## src/source/trs_link_pkg.sv

```systemverilog
`default_nettype none

package trs_link_pkg;

  // opcodes on the ESP command link
  typedef enum logic [7:0] {
    get_cookie       = 8'd0,
    get_version      = 8'd15,
    set_screen_color = 8'd17,
    z80_dsp_set_addr = 8'd23,
    set_led          = 8'd26,
    set_esp_status   = 8'd32,
    set_audio_output = 8'd34
  } cmd_op_e;

  // one byte to or from the serial port
  typedef struct packed {
    logic       valid;
    logic [7:0] data;
  } spi_byte_t;

  // p0 arrives first and sits in the low byte
  typedef struct packed {
    logic [7:0] p2;
    logic [7:0] p1;
    logic [7:0] p0;
  } cmd_bytes_t;

  // display address view where addr equals {p1,p0}
  typedef struct packed {
    logic [7:0]  data;
    logic [15:0] addr;
  } cmd_addr_t;

  typedef union packed {
    cmd_bytes_t bytes;
    cmd_addr_t  addr;
  } cmd_payload_u;

  typedef struct packed {
    logic         valid;
    cmd_op_e      op;
    logic         unknown;
    cmd_payload_u payload;
  } cmd_strobe_t;

  typedef struct packed {
    logic [2:0] major;
    logic [4:0] minor;
  } version_t;

  // reply shifted out before any get command has run
  localparam logic [7:0]  reply_idle         = 8'h00;
  localparam logic [23:0] screen_color_reset = 24'hFFFFFF;

  // number of parameter bytes for an opcode
  // known goes low for any opcode not listed
  function automatic logic [1:0] param_count(input logic [7:0] op, output logic known);
    known = 1'b1;
    case (op)
      get_cookie,
      get_version:      param_count = 2'd0;
      set_led,
      set_esp_status,
      set_audio_output: param_count = 2'd1;
      z80_dsp_set_addr: param_count = 2'd2;
      set_screen_color: param_count = 2'd3;
      default: begin
        param_count = 2'd0;
        known       = 1'b0;
      end
    endcase
  endfunction

endpackage

`default_nettype wire

```

## src/source/cmd_framer.sv

```systemverilog
`timescale 1ns/1ps
`default_nettype none

module cmd_framer
  import trs_link_pkg::*;
(
  input  wire          clk,
  input  wire          cass_out_sel_n,
  input  spi_byte_t    rx_byte,
  output cmd_strobe_t  cmd
);

  typedef enum logic {
    st_idle,
    st_params
  } state_e;

  state_e       state;
  logic [1:0]   remain;
  logic [1:0]   idx;
  logic [1:0]   op_count;
  logic         op_known;
  logic         cmd_valid;
  cmd_op_e      op_q;
  logic         unknown_q;
  cmd_payload_u payload_q;

  always_comb begin
    op_count = param_count(rx_byte.data, op_known);
  end

  always_ff @(posedge clk or negedge cass_out_sel_n) begin
    if (!cass_out_sel_n) begin
      state     <= st_idle;
      remain    <= 2'd0;
      idx       <= 2'd0;
      cmd_valid <= 1'b0;
      op_q      <= get_cookie;
      unknown_q <= 1'b0;
    end else begin
      cmd_valid <= 1'b0;
      if (rx_byte.valid) begin
        case (state)
          st_idle: begin
            op_q      <= cmd_op_e'(rx_byte.data);
            unknown_q <= ~op_known;
            idx       <= 2'd0;
            remain    <= op_count;
            // unknown opcodes complete at once so the next byte is an opcode again
            if (!op_known || op_count == 2'd0) begin
              cmd_valid <= 1'b1;
            end else begin
              state <= st_params;
            end
          end
          st_params: begin
            idx <= idx + 2'd1;
            if (remain == 2'd1) begin
              cmd_valid <= 1'b1;
              state     <= st_idle;
            end else begin
              remain <= remain - 2'd1;
            end
          end
          default: state <= st_idle;
        endcase
      end
    end
  end

  // parameter bytes land in receive order
  always_ff @(posedge clk) begin
    if (rx_byte.valid && state == st_params) begin
      case (idx)
        2'd0:    payload_q.bytes.p0 <= rx_byte.data;
        2'd1:    payload_q.bytes.p1 <= rx_byte.data;
        default: payload_q.bytes.p2 <= rx_byte.data;
      endcase
    end else if (rx_byte.valid) begin
      payload_q <= '0;
    end
  end

  assign cmd = '{valid: cmd_valid, op: op_q, unknown: unknown_q, payload: payload_q};

endmodule

`default_nettype wire

```

## src/source/cmd_regs.sv

```systemverilog
`timescale 1ns/1ps
`default_nettype none

module cmd_regs
  import trs_link_pkg::*;
#(
  parameter logic [7:0] COOKIE        = 8'hAF,
  parameter logic [2:0] VERSION_MAJOR = 3'd0,
  parameter logic [4:0] VERSION_MINOR = 5'd3
) (
  input  wire          clk,
  input  wire          cass_out_sel_n,
  input  cmd_strobe_t  cmd,
  output spi_byte_t    tx_byte,
  output logic [2:0]   led_rgb,
  output logic [23:0]  screen_color,
  output logic [7:0]   esp_status,
  output logic         audio_en,
  output logic [15:0]  dsp_addr,
  output logic         spi_error
);

  localparam version_t version = '{major: VERSION_MAJOR, minor: VERSION_MINOR};

  logic       tx_valid;
  logic [7:0] tx_data;
  logic       do_cmd;

  assign do_cmd = cmd.valid & ~cmd.unknown;

  always_ff @(posedge clk or negedge cass_out_sel_n) begin
    if (!cass_out_sel_n) begin
      led_rgb      <= 3'b000;
      screen_color <= screen_color_reset;
      esp_status   <= 8'h00;
      audio_en     <= 1'b1;
      dsp_addr     <= 16'h0000;
      spi_error    <= 1'b0;
      tx_valid     <= 1'b0;
    end else begin
      tx_valid <= 1'b0;
      // sticky until reset
      if (cmd.valid && cmd.unknown) begin
        spi_error <= 1'b1;
      end
      if (do_cmd) begin
        case (cmd.op)
          get_cookie,
          get_version:      tx_valid     <= 1'b1;
          set_led:          led_rgb      <= cmd.payload.bytes.p0[2:0];
          set_screen_color: screen_color <= {cmd.payload.bytes.p0,
                                             cmd.payload.bytes.p1,
                                             cmd.payload.bytes.p2};
          set_esp_status:   esp_status   <= cmd.payload.bytes.p0;
          set_audio_output: audio_en     <= cmd.payload.bytes.p0[0];
          z80_dsp_set_addr: dsp_addr     <= cmd.payload.addr.addr;
          default:          tx_valid     <= 1'b0;
        endcase
      end
    end
  end

  // reply data qualified by tx_valid
  always_ff @(posedge clk) begin
    if (do_cmd && cmd.op == get_cookie) begin
      tx_data <= COOKIE;
    end else if (do_cmd && cmd.op == get_version) begin
      tx_data <= version;
    end
  end

  assign tx_byte = '{valid: tx_valid, data: tx_data};

endmodule

`default_nettype wire

```

## src/source/spi_byte_link.sv

```systemverilog
`timescale 1ns/1ps
`default_nettype none

module spi_byte_link
  import trs_link_pkg::*;
(
  input  wire        clk,
  input  wire        cass_out_sel_n,
  input  wire        sck,
  input  wire        mosi,
  input  wire        cs_n,
  output logic       miso,
  input  spi_byte_t  tx_byte,
  output spi_byte_t  rx_byte
);

  logic [2:0] sck_s;
  logic [2:0] cs_s;
  logic [2:0] mosi_s;
  logic       sck_q;
  logic       sck_rise;
  logic       sck_fall;
  logic       cs_active;
  logic [2:0] bitcnt;
  logic       rx_valid;
  logic [7:0] rx_shift;
  logic [7:0] reply;
  logic [7:0] tx_shift;

  // three flops on every pin and one more on sck for edge detect
  always_ff @(posedge clk or negedge cass_out_sel_n) begin
    if (!cass_out_sel_n) begin
      sck_s  <= 3'b000;
      cs_s   <= 3'b111;
      mosi_s <= 3'b000;
      sck_q  <= 1'b0;
    end else begin
      sck_s  <= {sck_s[1:0], sck};
      cs_s   <= {cs_s[1:0], cs_n};
      mosi_s <= {mosi_s[1:0], mosi};
      sck_q  <= sck_s[2];
    end
  end

  assign sck_rise  = sck_s[2] & ~sck_q;
  assign sck_fall  = ~sck_s[2] & sck_q;
  assign cs_active = ~cs_s[2];

  // bit count clears whenever the frame is closed
  always_ff @(posedge clk or negedge cass_out_sel_n) begin
    if (!cass_out_sel_n) begin
      bitcnt   <= 3'd0;
      rx_valid <= 1'b0;
    end else begin
      rx_valid <= 1'b0;
      if (!cs_active) begin
        bitcnt <= 3'd0;
      end else if (sck_rise) begin
        bitcnt <= bitcnt + 3'd1;
        if (bitcnt == 3'd7) begin
          rx_valid <= 1'b1;
        end
      end
    end
  end

  // msb first
  always_ff @(posedge clk) begin
    if (cs_active && sck_rise) begin
      rx_shift <= {rx_shift[6:0], mosi_s[2]};
    end
  end

  assign rx_byte = '{valid: rx_valid, data: rx_shift};

  // held until the next get command replaces it
  always_ff @(posedge clk or negedge cass_out_sel_n) begin
    if (!cass_out_sel_n) begin
      reply <= reply_idle;
    end else if (tx_byte.valid) begin
      reply <= tx_byte.data;
    end
  end

  // between bytes keep bit 7 of the reply ready on miso
  always_ff @(posedge clk) begin
    if (bitcnt == 3'd0 && !(cs_active && sck_rise)) begin
      tx_shift <= reply;
    end else if (cs_active && sck_fall) begin
      tx_shift <= {tx_shift[6:0], 1'b0};
    end
  end

  assign miso = cs_active ? tx_shift[7] : 1'b0;

endmodule

`default_nettype wire

```

## src/source/trs_link_top.sv

```systemverilog
`timescale 1ns/1ps
`default_nettype none

module trs_link_top
  import trs_link_pkg::*;
#(
  parameter logic [7:0] COOKIE        = 8'hAF,
  parameter logic [2:0] VERSION_MAJOR = 3'd0,
  parameter logic [4:0] VERSION_MINOR = 5'd3
) (
  input  wire         clk,
  input  wire         cass_out_sel_n,
  input  wire         sck,
  input  wire         mosi,
  input  wire         cs_n,
  output logic        miso,
  output logic [2:0]  led_rgb,
  output logic [23:0] screen_color,
  output logic [7:0]  esp_status,
  output logic        audio_en,
  output logic [15:0] dsp_addr,
  output logic        spi_error
);

  spi_byte_t   rx_byte;
  spi_byte_t   tx_byte;
  cmd_strobe_t cmd;

  spi_byte_link u_link (
    .clk            (clk),
    .cass_out_sel_n (cass_out_sel_n),
    .sck            (sck),
    .mosi           (mosi),
    .cs_n           (cs_n),
    .miso           (miso),
    .tx_byte        (tx_byte),
    .rx_byte        (rx_byte)
  );

  cmd_framer u_framer (
    .clk            (clk),
    .cass_out_sel_n (cass_out_sel_n),
    .rx_byte        (rx_byte),
    .cmd            (cmd)
  );

  cmd_regs #(
    .COOKIE        (COOKIE),
    .VERSION_MAJOR (VERSION_MAJOR),
    .VERSION_MINOR (VERSION_MINOR)
  ) u_regs (
    .clk            (clk),
    .cass_out_sel_n (cass_out_sel_n),
    .cmd            (cmd),
    .tx_byte        (tx_byte),
    .led_rgb        (led_rgb),
    .screen_color   (screen_color),
    .esp_status     (esp_status),
    .audio_en       (audio_en),
    .dsp_addr       (dsp_addr),
    .spi_error      (spi_error)
  );

endmodule

`default_nettype wire

```

## config.mk

```make
export PLATFORM = sky130hd
export DESIGN_NAME = trs_link_top
export DESIGN_NICKNAME = d
export VERILOG_FILES = /design/src/source/trs_link_pkg.sv /design/src/source/cmd_framer.sv /design/src/source/cmd_regs.sv /design/src/source/spi_byte_link.sv /design/src/source/trs_link_top.sv
export SDC_FILE = /design/constraint.sdc
export NUM_CORES = 1
export LEC_CHECK = 0
export BUFFER_PORTS_ARGS = -buffer_cell sky130_fd_sc_hd__buf_2
export CAP_MARGIN = 15
export CORE_MARGIN = 10
export CORE_UTILIZATION = 40
export CTS_CLUSTER_SIZE = 30
export DETAILED_ROUTE_END_ITERATION = 10
export PLACE_DENSITY = 0.62
export RECOVER_POWER = 100
export SLEW_MARGIN = 20
export SYNTH_ARGS = -nofsm -noshare
export SYNTH_HDL_FRONTEND = slang
export SYNTH_SLANG_ARGS = --single-unit
```

## constraint.sdc

```tcl
create_clock -name clk -period 6.4 [get_ports clk]
set_clock_uncertainty 0.05 [all_clocks]
set_input_delay 0.32 -clock clk [delete_from_list [all_inputs] [get_ports clk]]
set_output_delay 0.32 -clock clk [all_outputs]
set_load 0.005 [all_outputs]
```

# Yosys cells after proc, flatten, opt, wreduce, memory -nomap -nowiden
# Index checks and enable logic that the tools add are counted.
dict set report word_totals {
  register_bits 133
  input_bits 5
  output_inout_bits 54
  elab_cells 117
}
dict set report classes {
  add_sub_neg 3
  n_eq_ne 19
  n_mux 27
  bitwise 9
  n_reduce_logical 32
}
# op n
set ops {}
lappend ops {{equality test 8 x 5 -> 1 bit (second input constant)} 6}
lappend ops {{two-way mux 24 bit} 2}
lappend ops {{two-way mux 8 bit} 5}
lappend ops {{equality test 8 x 6 -> 1 bit (second input constant)} 4}
lappend ops {{AND reduction 2 bit} 10}
lappend ops {{equality test 8 x 4 -> 1 bit (second input constant)} 2}
lappend ops {{logical NOT 8 bit} 2}
lappend ops {{two-way mux 1 bit} 12}
lappend ops {{!= test 2 bit (second input constant)} 4}
lappend ops {{case mux 2 bit (2 select lines)} 2}
lappend ops {{logical AND 1 bit} 7}
lappend ops {{OR reduction 7 bit} 1}
lappend ops {{two-way mux 3 bit} 2}
lappend ops {{inverter 1 bit} 6}
lappend ops {{case mux 2 bit (3 select lines)} 1}
lappend ops {{nonzero test 2 bit} 3}
lappend ops {{equality test 2 x 1 -> 1 bit (second input constant)} 2}
lappend ops {{logical NOT 2 bit} 2}
lappend ops {{case mux 1 bit (2 select lines)} 2}
lappend ops {{OR reduction 2 bit} 2}
lappend ops {{adder 3 x 1 -> 3 bit (second input constant)} 1}
lappend ops {{AND 1 bit} 3}
lappend ops {{equality test 3 bit (second input constant)} 1}
lappend ops {{logical NOT 3 bit} 1}
lappend ops {{other kinds (6)} 7}

# Longest topological paths before layout
# Gate-level depths: netlist of run 1.
dict set report logic_depth {
  ltp_word 8
  depth_mapped 5
  ltp_nobuf 5
}

# Hierarchy
# A second synthesis of run 1 with hierarchy kept.
dict set report unflattened {
  cells_unflattened 330
  hier_area_um2 5306.3
}
# mod n_inst cells_each area_each_um2 seq_area_each_um2
set by_module_without_submodules {}
lappend by_module_without_submodules {cmd_regs 1 142 2282.2 1402.6}
lappend by_module_without_submodules {cmd_framer 1 112 1609.0 1096.1}
lappend by_module_without_submodules {spi_byte_link 1 76 1415.1 1034.7}

# Worst setup path before layout of run 1
# No wires, ideal clock.
dict set report synth_timing {
  kind {register to register}
  startpoint {register u_framer.op_q[3]}
  endpoint {register u_regs.esp_status[0]}
  setup_ps 125
  t_arrival_ps 1843
  required_time_ps 6225
  path_slack_ps 4382
  stages_incl_launch_ff 6
  n_path_buf 1
  synth_period_minus_slack_ps 2018
  cell_sequence {dfrtp_1 > or3b_1 > or4_4 > or2_1 > buf_6 > mux2_4}
}
dict set report synth_via {
  elab_chain_cells 2
}
# element line_no
set synth_lines {}
lappend synth_lines {{start, declared} cmd_framer.sv:24} ;# cmd_op_e op_q;
lappend synth_lines {{start signal, assigned} cmd_framer.sv:38} ;# op_q <= get_cookie;
lappend synth_lines {{start signal, assigned} cmd_framer.sv:45} ;# op_q <= cmd_op_e'(rx_byte.data);
lappend synth_lines {{equality test 8 x 6 -> 1 bit} cmd_regs.sv:47} ;# case (cmd.op)
lappend synth_lines {{AND reduction 2 bit (no line)} -}
lappend synth_lines {{end signal, assigned} cmd_regs.sv:54} ;# set_esp_status: esp_status <= cmd.payload.bytes.p0;
lappend synth_lines {{end, declared} cmd_regs.sv:17} ;# output logic [7:0] esp_status,
# No other way between the ends.
# A chain may end at the register's enable or synchronous reset.

# Worst setup path after layout of run 1
dict set report layout_timing {
  startpoint {register u_framer.op_q[5]}
  endpoint {register u_regs.screen_color[7]}
}
dict set report layout_via {
  elab_chain_cells 2
}
# element line_no
set layout_lines {}
lappend layout_lines {{equality test 8 x 5 -> 1 bit} cmd_regs.sv:47}
lappend layout_lines {{AND reduction 2 bit (no line)} -}
lappend layout_lines {{end signal, assigned} cmd_regs.sv:34} ;# screen_color <= screen_color_reset;
lappend layout_lines {{end signal, assigned} cmd_regs.sv:51} ;# set_screen_color: screen_color <= {cmd.payload.bytes.p0,
lappend layout_lines {{end, declared} cmd_regs.sv:16} ;# output logic [23:0] screen_color,
# No other way between the ends.

==> results.ini, run 1 <==
[synthesis]
postSynthCellCount = 300
synth_warnings = 0
syn_area_per_cell_um2 = 16.2
syn-num-nets = 311
synthFlopType = dfrtp_1
synth-async-reset-ratio_pct = 67.5
synth-seq-area-share_pct = 69.6
synth-edff-count = 40
yosysUniqueCellTypes = 49
ys_ff_latch = 126
syn_area_mm2 = 0.00486

[finish]
mostFrequentLayoutCell = mux2_2
diodes = 0
fin_area_mm2 = 0.00578
fillers = 1023
drive_gt1_share_pct = 33.9
synthToLayoutAreaGrowth_pct = 18.9
final_cell_mix = mux2_2 (60), dfrtp_1 (57), clkbuf_1 (41)
final_nets = 384

[detailed_routing]
drt_iter0_markers = 79
vias_per_cell = 5.02
postRouteWirelength_um = 8850
wl_per_cell_um = 16.6
first_pass_iters = 4
ant_nets = 0
vias = 2678
drc = 0

[worst_setup_path]
cp.arrival_ns = 2.96
required_ns = 6.67
critPathKind = reg -> reg
critPathCaptureType = flop
reg2reg_depth = 4
start_kind = flop
r2r_setup_slack_ns = 3.71
crit-reg2reg-launch = u_framer.op_q[5]$_DFFE_PN0P_
crit_fanout = 24
r2r_end = u_regs.screen_color[7]$_DFFE_PN1P_

[die]
fp.dieW_um = 130
pin_count = 59
die-area_mm2 = 0.0170
fp-row-count = 40
die_h_um = 130
start_util_pct = 40.6
core_mm2 = 0.0120

[clocking]
clockBufferDepth = 2
numCtsBuffers = 17
path_clk_slew_ns = 0.05
tritoncts = yes
cts-htree-levels = 4
clock_latency_ns = 0.40
cts_sinks = 126
cts-root-buf = clkbuf_16

[global_route]
grt_pass1_vias = 2818
grt_remaining_overflow = 0
track_usage_pct = 10.8
grt_pass1_wl_um = 14300
antenna_found_initial = 0
grt_start_max_net_pins = 86

[placement]
placed_area_mm2 = 0.00530
io_buffer_count = 58
gp_congestion = 0.717
dp_hpwl_um = 6010

[sta]
rsz0062_at_grt = false
relSlewSlack_pct = 20.9
tightest_slew_ns = 1.18
period_needed_ns = 2.69
timing.fmax_mhz = 371
fin_crit_sh_pct = 42.1
finalMaxSlewViolations = 0
finalSetupTns_ns = 0
hold_viol = 0
setup_viol = 0

[run_status]
status = finished, final reports clean

[pwr]
ir_drop_v = 0.000244
design_power_total_mw = 1.72
power.density_mw_per_mm2 = 297
p_leak_nw = 2.62

[hold_path]
min_to = u_link.mosi_s[2]$_DFF_PN0_
min_path_cells = 0
worstHoldStart = u_link.mosi_s[1]$_DFF_PN0_
hold_class = reg -> reg

[run]
maxCapViolCount = 0

## layer usage
metal / GRT usage, % / wire, um
met1: 13.1 / 4050
met2: 16.9 / 4140
met5: 0 / 0
met4: 3.90 / 98
met3: 4.50 / 551
## where the power goes
part	internal, mW	total (mW)	switching [mW]	leakage (nW)
Combinational	0.0106	0.0304	0.0198	0.845
Clock	0.526	0.838	0.313	0.254
Sequential	0.846	0.852	0.00561	1.52
Total	1.38	1.72	0.338	2.62
## critical path, cell delays in order (launching register included)
cell     delay [ns]
dfrtp_1        0.40
nor4b_1        0.49
and2b_2        0.24
nand3_1        0.81
mux2_2         0.61
## cell usage after synthesis (3+ instances only)
library cell	n	share of area (%)
a21oi_1	4	0.41
and2_1	3	0.39
and3_1	8	1.0
buf_2	3	0.31
clkbuf_1	4	0.31
dfrtp_1	57	29
dfstp_2	28	15
edfxtp_1	40	25
ha_1	6	1.5
inv_1	7	0.54
mux2_2	58	13
mux2_4	8	2.5
nand2_1	9	0.69
nand2b_1	3	0.39
nand3_1	3	0.31
nand4_1	3	0.39
nor2_1	8	0.62
nor2b_1	3	0.39
o21ai_0	6	0.62
o31ai_1	3	0.46
## cell type report
| cell class | instances | area, um2 | area share (%) |
|---|---|---|---|
| well taps | 147 | 184 | 3.18 |
| repair buffers | 62 | 293 | 5.06 |
| inverters | 7 | 26.3 | 0.454 |
| clock buffers | 26 | 490 | 8.48 |
| flip-flops and latches | 126 | 3380 | 58.5 |
| multi-input cells | 159 | 1370 | 23.7 |
| clock inverters | 6 | 36.3 | 0.627 |
## flip-flops by register name, indices dropped and copies added (netlist names), 8 cells and up
| signal | cells |
|---|---|
| u_regs.esp_status | 8 |
| u_regs.screen_color | 24 |
| u_link.tx_shift | 8 |
| u_framer.payload_q | 24 |
| u_regs.dsp_addr | 16 |
| u_link.rx_shift | 8 |
| u_framer.op_q | 8 |
## repair_timing
action | in CTS | in global routing
endpoints found under the hold margin | 3 | 44
hold buffers | 3 | 1
buffers inserted | 0 | 0
resized for setup | 0 | 0
## worst max path at each step
stage / endpoint / startpoint / depth (start not counted)
after floorplan: u_regs.esp_status[0]$_DFFE_PN0P_ / u_framer.op_q[3]$_DFFE_PN0P_ / 5
after global placement: u_regs.screen_color[6]$_DFFE_PN1P_ / u_framer.op_q[5]$_DFFE_PN0P_ / 4
after detailed placement: u_regs.screen_color[7]$_DFFE_PN1P_ / u_framer.op_q[5]$_DFFE_PN0P_ / 4
after CTS: u_regs.screen_color[7]$_DFFE_PN1P_ / u_framer.op_q[5]$_DFFE_PN0P_ / 4
after global routing: u_link.tx_shift[7]$_DFFE_PP_ / u_link.cs_s[2]$_DFF_PN1_ / 3
final: u_regs.screen_color[7]$_DFFE_PN1P_ / u_framer.op_q[5]$_DFFE_PN0P_ / 4
## per-stage QoR
step	instances	util, %	hold WS (ns)	setup slack (ns)
after global placement	497	44.3	0.282	3.77
after floorplan	300	-	-0.0256	4.38
after global routing	533	48.3	0.301	3.47
after CTS	532	48.9	0.0987	3.70
after detailed placement	497	44.3	0.287	3.70
final	533	48.3	0.297	3.71
## cell families after synthesis
logic type	after synthesis	synth area share (%)
xor+xnor	2	0.360
mux	68	16.3
flops	126	69.6
compound gates	21	2.86
fa+ha+maj	6	1.54
simple gates	62	7.95
buf+inv	15	1.39
(Power assumes the default switching activity.)
==> inputs of run 2 (changes only) <==
- clock period: 6.4 -> 2.5 ns (I/O delays scaled with it)
==> run 2 against run 1 <==
  * Global-route usage grew 0.63 points
  * Combinational power grew to 2.7 times the previous value
  * Cell area grew 2.2%
  * Critical path type unchanged
  * Largest power group is now clock
==> results.ini, run 2 (synthesis gave the netlist of run 1 again) <==
[clocking]
tritoncts = yes
cts_sinks = 126  ; unchanged
path_clk_slew_ns = 0.06  ; about the same
post_cts_resized = 0  ; unchanged
cts_hold_buf = 4  ; +1
clock_latency_ns = 0.41  ; about the same
clockBufferDepth = 2  ; unchanged
cts-htree-levels = 4  ; unchanged
numCtsBuffers = 17  ; unchanged
post_cts_buffers = 0  ; unchanged
cts-root-buf = clkbuf_16

[die]
fp.dieW_um = 130  ; unchanged
core_mm2 = 0.0120  ; unchanged
die_h_um = 130  ; unchanged
die-area_mm2 = 0.0170  ; unchanged
start_util_pct = 40.6  ; unchanged
fp-row-count = 40  ; unchanged
pin_count = 59  ; unchanged

[placement]
dp_cells = 501  ; +0.80%
dp_slack_ns = 0.320  ; -3.38 ns
dp_hpwl_um = 6090  ; +1.2%
placed_area_mm2 = 0.00534  ; +0.80%
io_buffer_count = 58  ; unchanged
gp_congestion = 0.747  ; +4.2%

[finish]
seq_area_mm2 = 0.00338  ; unchanged
instances_no_fill = 537  ; +0.75%
postLayoutCoreUtil_pct = 49.4  ; +1.1 points
final_cell_mix = mux2_2 (57), dfrtp_1 (57), clkbuf_1 (40), edfxtp_1 (40), buf_2 (21)
fillers = 1067  ; +4.3%
reg_top3 = u_framer.payload_q x24, u_regs.screen_color x24, u_regs.dsp_addr x16
fin_area_mm2 = 0.00591  ; +2.2%
synthToLayoutAreaGrowth_pct = 21.6
final_nets = 388  ; +1.0%
diodes = 0  ; unchanged
multi_input_area_mm2 = 0.00138  ; +0.37%
drive_gt1_share_pct = 34.4  ; +0.42 points

[worst_setup_path]
critPathKind = reg -> reg
start_kind = flop
critPathCaptureType = flop
crit_path_max_incr_delay_ns = 0.46  ; -0.35 ns
crit_fanout = 23  ; -4.2%
critPathSlowestCell = nor4b_1
path_cells = nor4b_1, and2b_2, nand3_1, clkbuf_2, mux2_2
required_ns = 2.79  ; -3.88 ns
cp.arrival_ns = 2.46  ; -0.50 ns

[sta]
timing.fmax_mhz = 459  ; +24%
rsz0062_at_grt = false
period_needed_ns = 2.18  ; -0.515 ns
finalWorstSetupSlack_ns = 0.323  ; -3.38 ns
fin_crit_sh_pct = 87.1  ; +45 points
hold_viol = 0  ; unchanged
fin_hold_ws_ns = 0.298  ; +0.000355 ns
finalMaxSlewViolations = 0  ; unchanged
setup_viol = 0  ; unchanged
finalSetupTns_ns = 0  ; unchanged
relSlewSlack_pct = 11.7  ; -9.2 points
tightest_slew_ns = 1.33  ; +0.142 ns

[global_route]
grt_remaining_overflow = 0  ; unchanged
grt_pass1_vias = 2804  ; -0.50%
grt_start_max_net_pins = 53  ; -38%
antenna_found_initial = 0  ; unchanged
track_usage_pct = 11.4  ; +0.63 points
grt_pass1_wl_um = 14500  ; +1.9%

[run_status]
status = finished, final reports clean

[pwr]
power.density_mw_per_mm2 = 819  ; +180%
p_leak_nw = 2.68  ; +2.3%
ir_drop_v = 0.000441  ; +80%
design_power_total_mw = 4.84  ; +180%

[run]
maxCapViolCount = 0  ; unchanged

[detailed_routing]
first_pass_iters = 4  ; unchanged
vias = 2704  ; +0.97%
ant_nets = 0  ; unchanged
drt_iter0_markers = 142  ; +80%
wl_per_cell_um = 16.8  ; +1.2%
postRouteWirelength_um = 9020  ; +1.9%
drc = 0  ; unchanged
vias_per_cell = 5.04  ; +0.22%

[hold_path]
hold_class = reg -> reg

## run 2: metal layers
layer	wire, um	track usage [%]
met1	4030	13.6
met2	4110	17.3
met3	714	5.15
met4	167	5.49
met5	0	0
## run 2: power breakdown
| group | leakage, nW | switching [mW] | internal (mW) |
|---|---|---|---|
| combinational | 0.863 | 0.0516 | 0.0301 |
| sequential | 1.52 | 0.0148 | 2.16 |
| clock | 0.296 | 0.860 | 1.72 |
## run 2: worst max-delay path, delay by kind of cell, from the launching register on
family,cells,cell delay [ns]
and+or+nand+nor,3,0.79
muxes,1,0.43
DFF,1,0.40
buffers and inverters,1,0.42
## run 2: cell type report
type                       instances  area share, %
clock buffer                      22           7.85
clock inverter                    10           2.71
inverter                           7          0.444
multi-input combinational        159           23.3
sequential                       126           57.2
tap                              147           3.11
timing repair buffer              66           5.40
## run 2: path summary, 6_finish.rpt
kind / endpoint / from / cells past startpoint / slack, ns
worst max-delay path: u_regs.screen_color[21]$_DFFE_PN1P_ / u_framer.op_q[5]$_DFFE_PN0P_ / 5 / 0.32
worst min-delay path: u_link.mosi_s[1]$_DFF_PN0_ / u_link.mosi_s[0]$_DFF_PN0_ / 0 / 0.30
worst max register to register: u_regs.screen_color[21]$_DFFE_PN1P_ / u_framer.op_q[5]$_DFFE_PN0P_ / 5 / 0.32
worst min register to register: u_link.mosi_s[1]$_DFF_PN0_ / u_link.mosi_s[0]$_DFF_PN0_ / 0 / 0.30
max in group asynchronous: u_regs.screen_color[4]$_DFFE_PN1P_ / cass_out_sel_n / 3 / 1.01
min in group asynchronous: u_regs.dsp_addr[1]$_DFFE_PN0P_ / cass_out_sel_n / 2 / 0.51
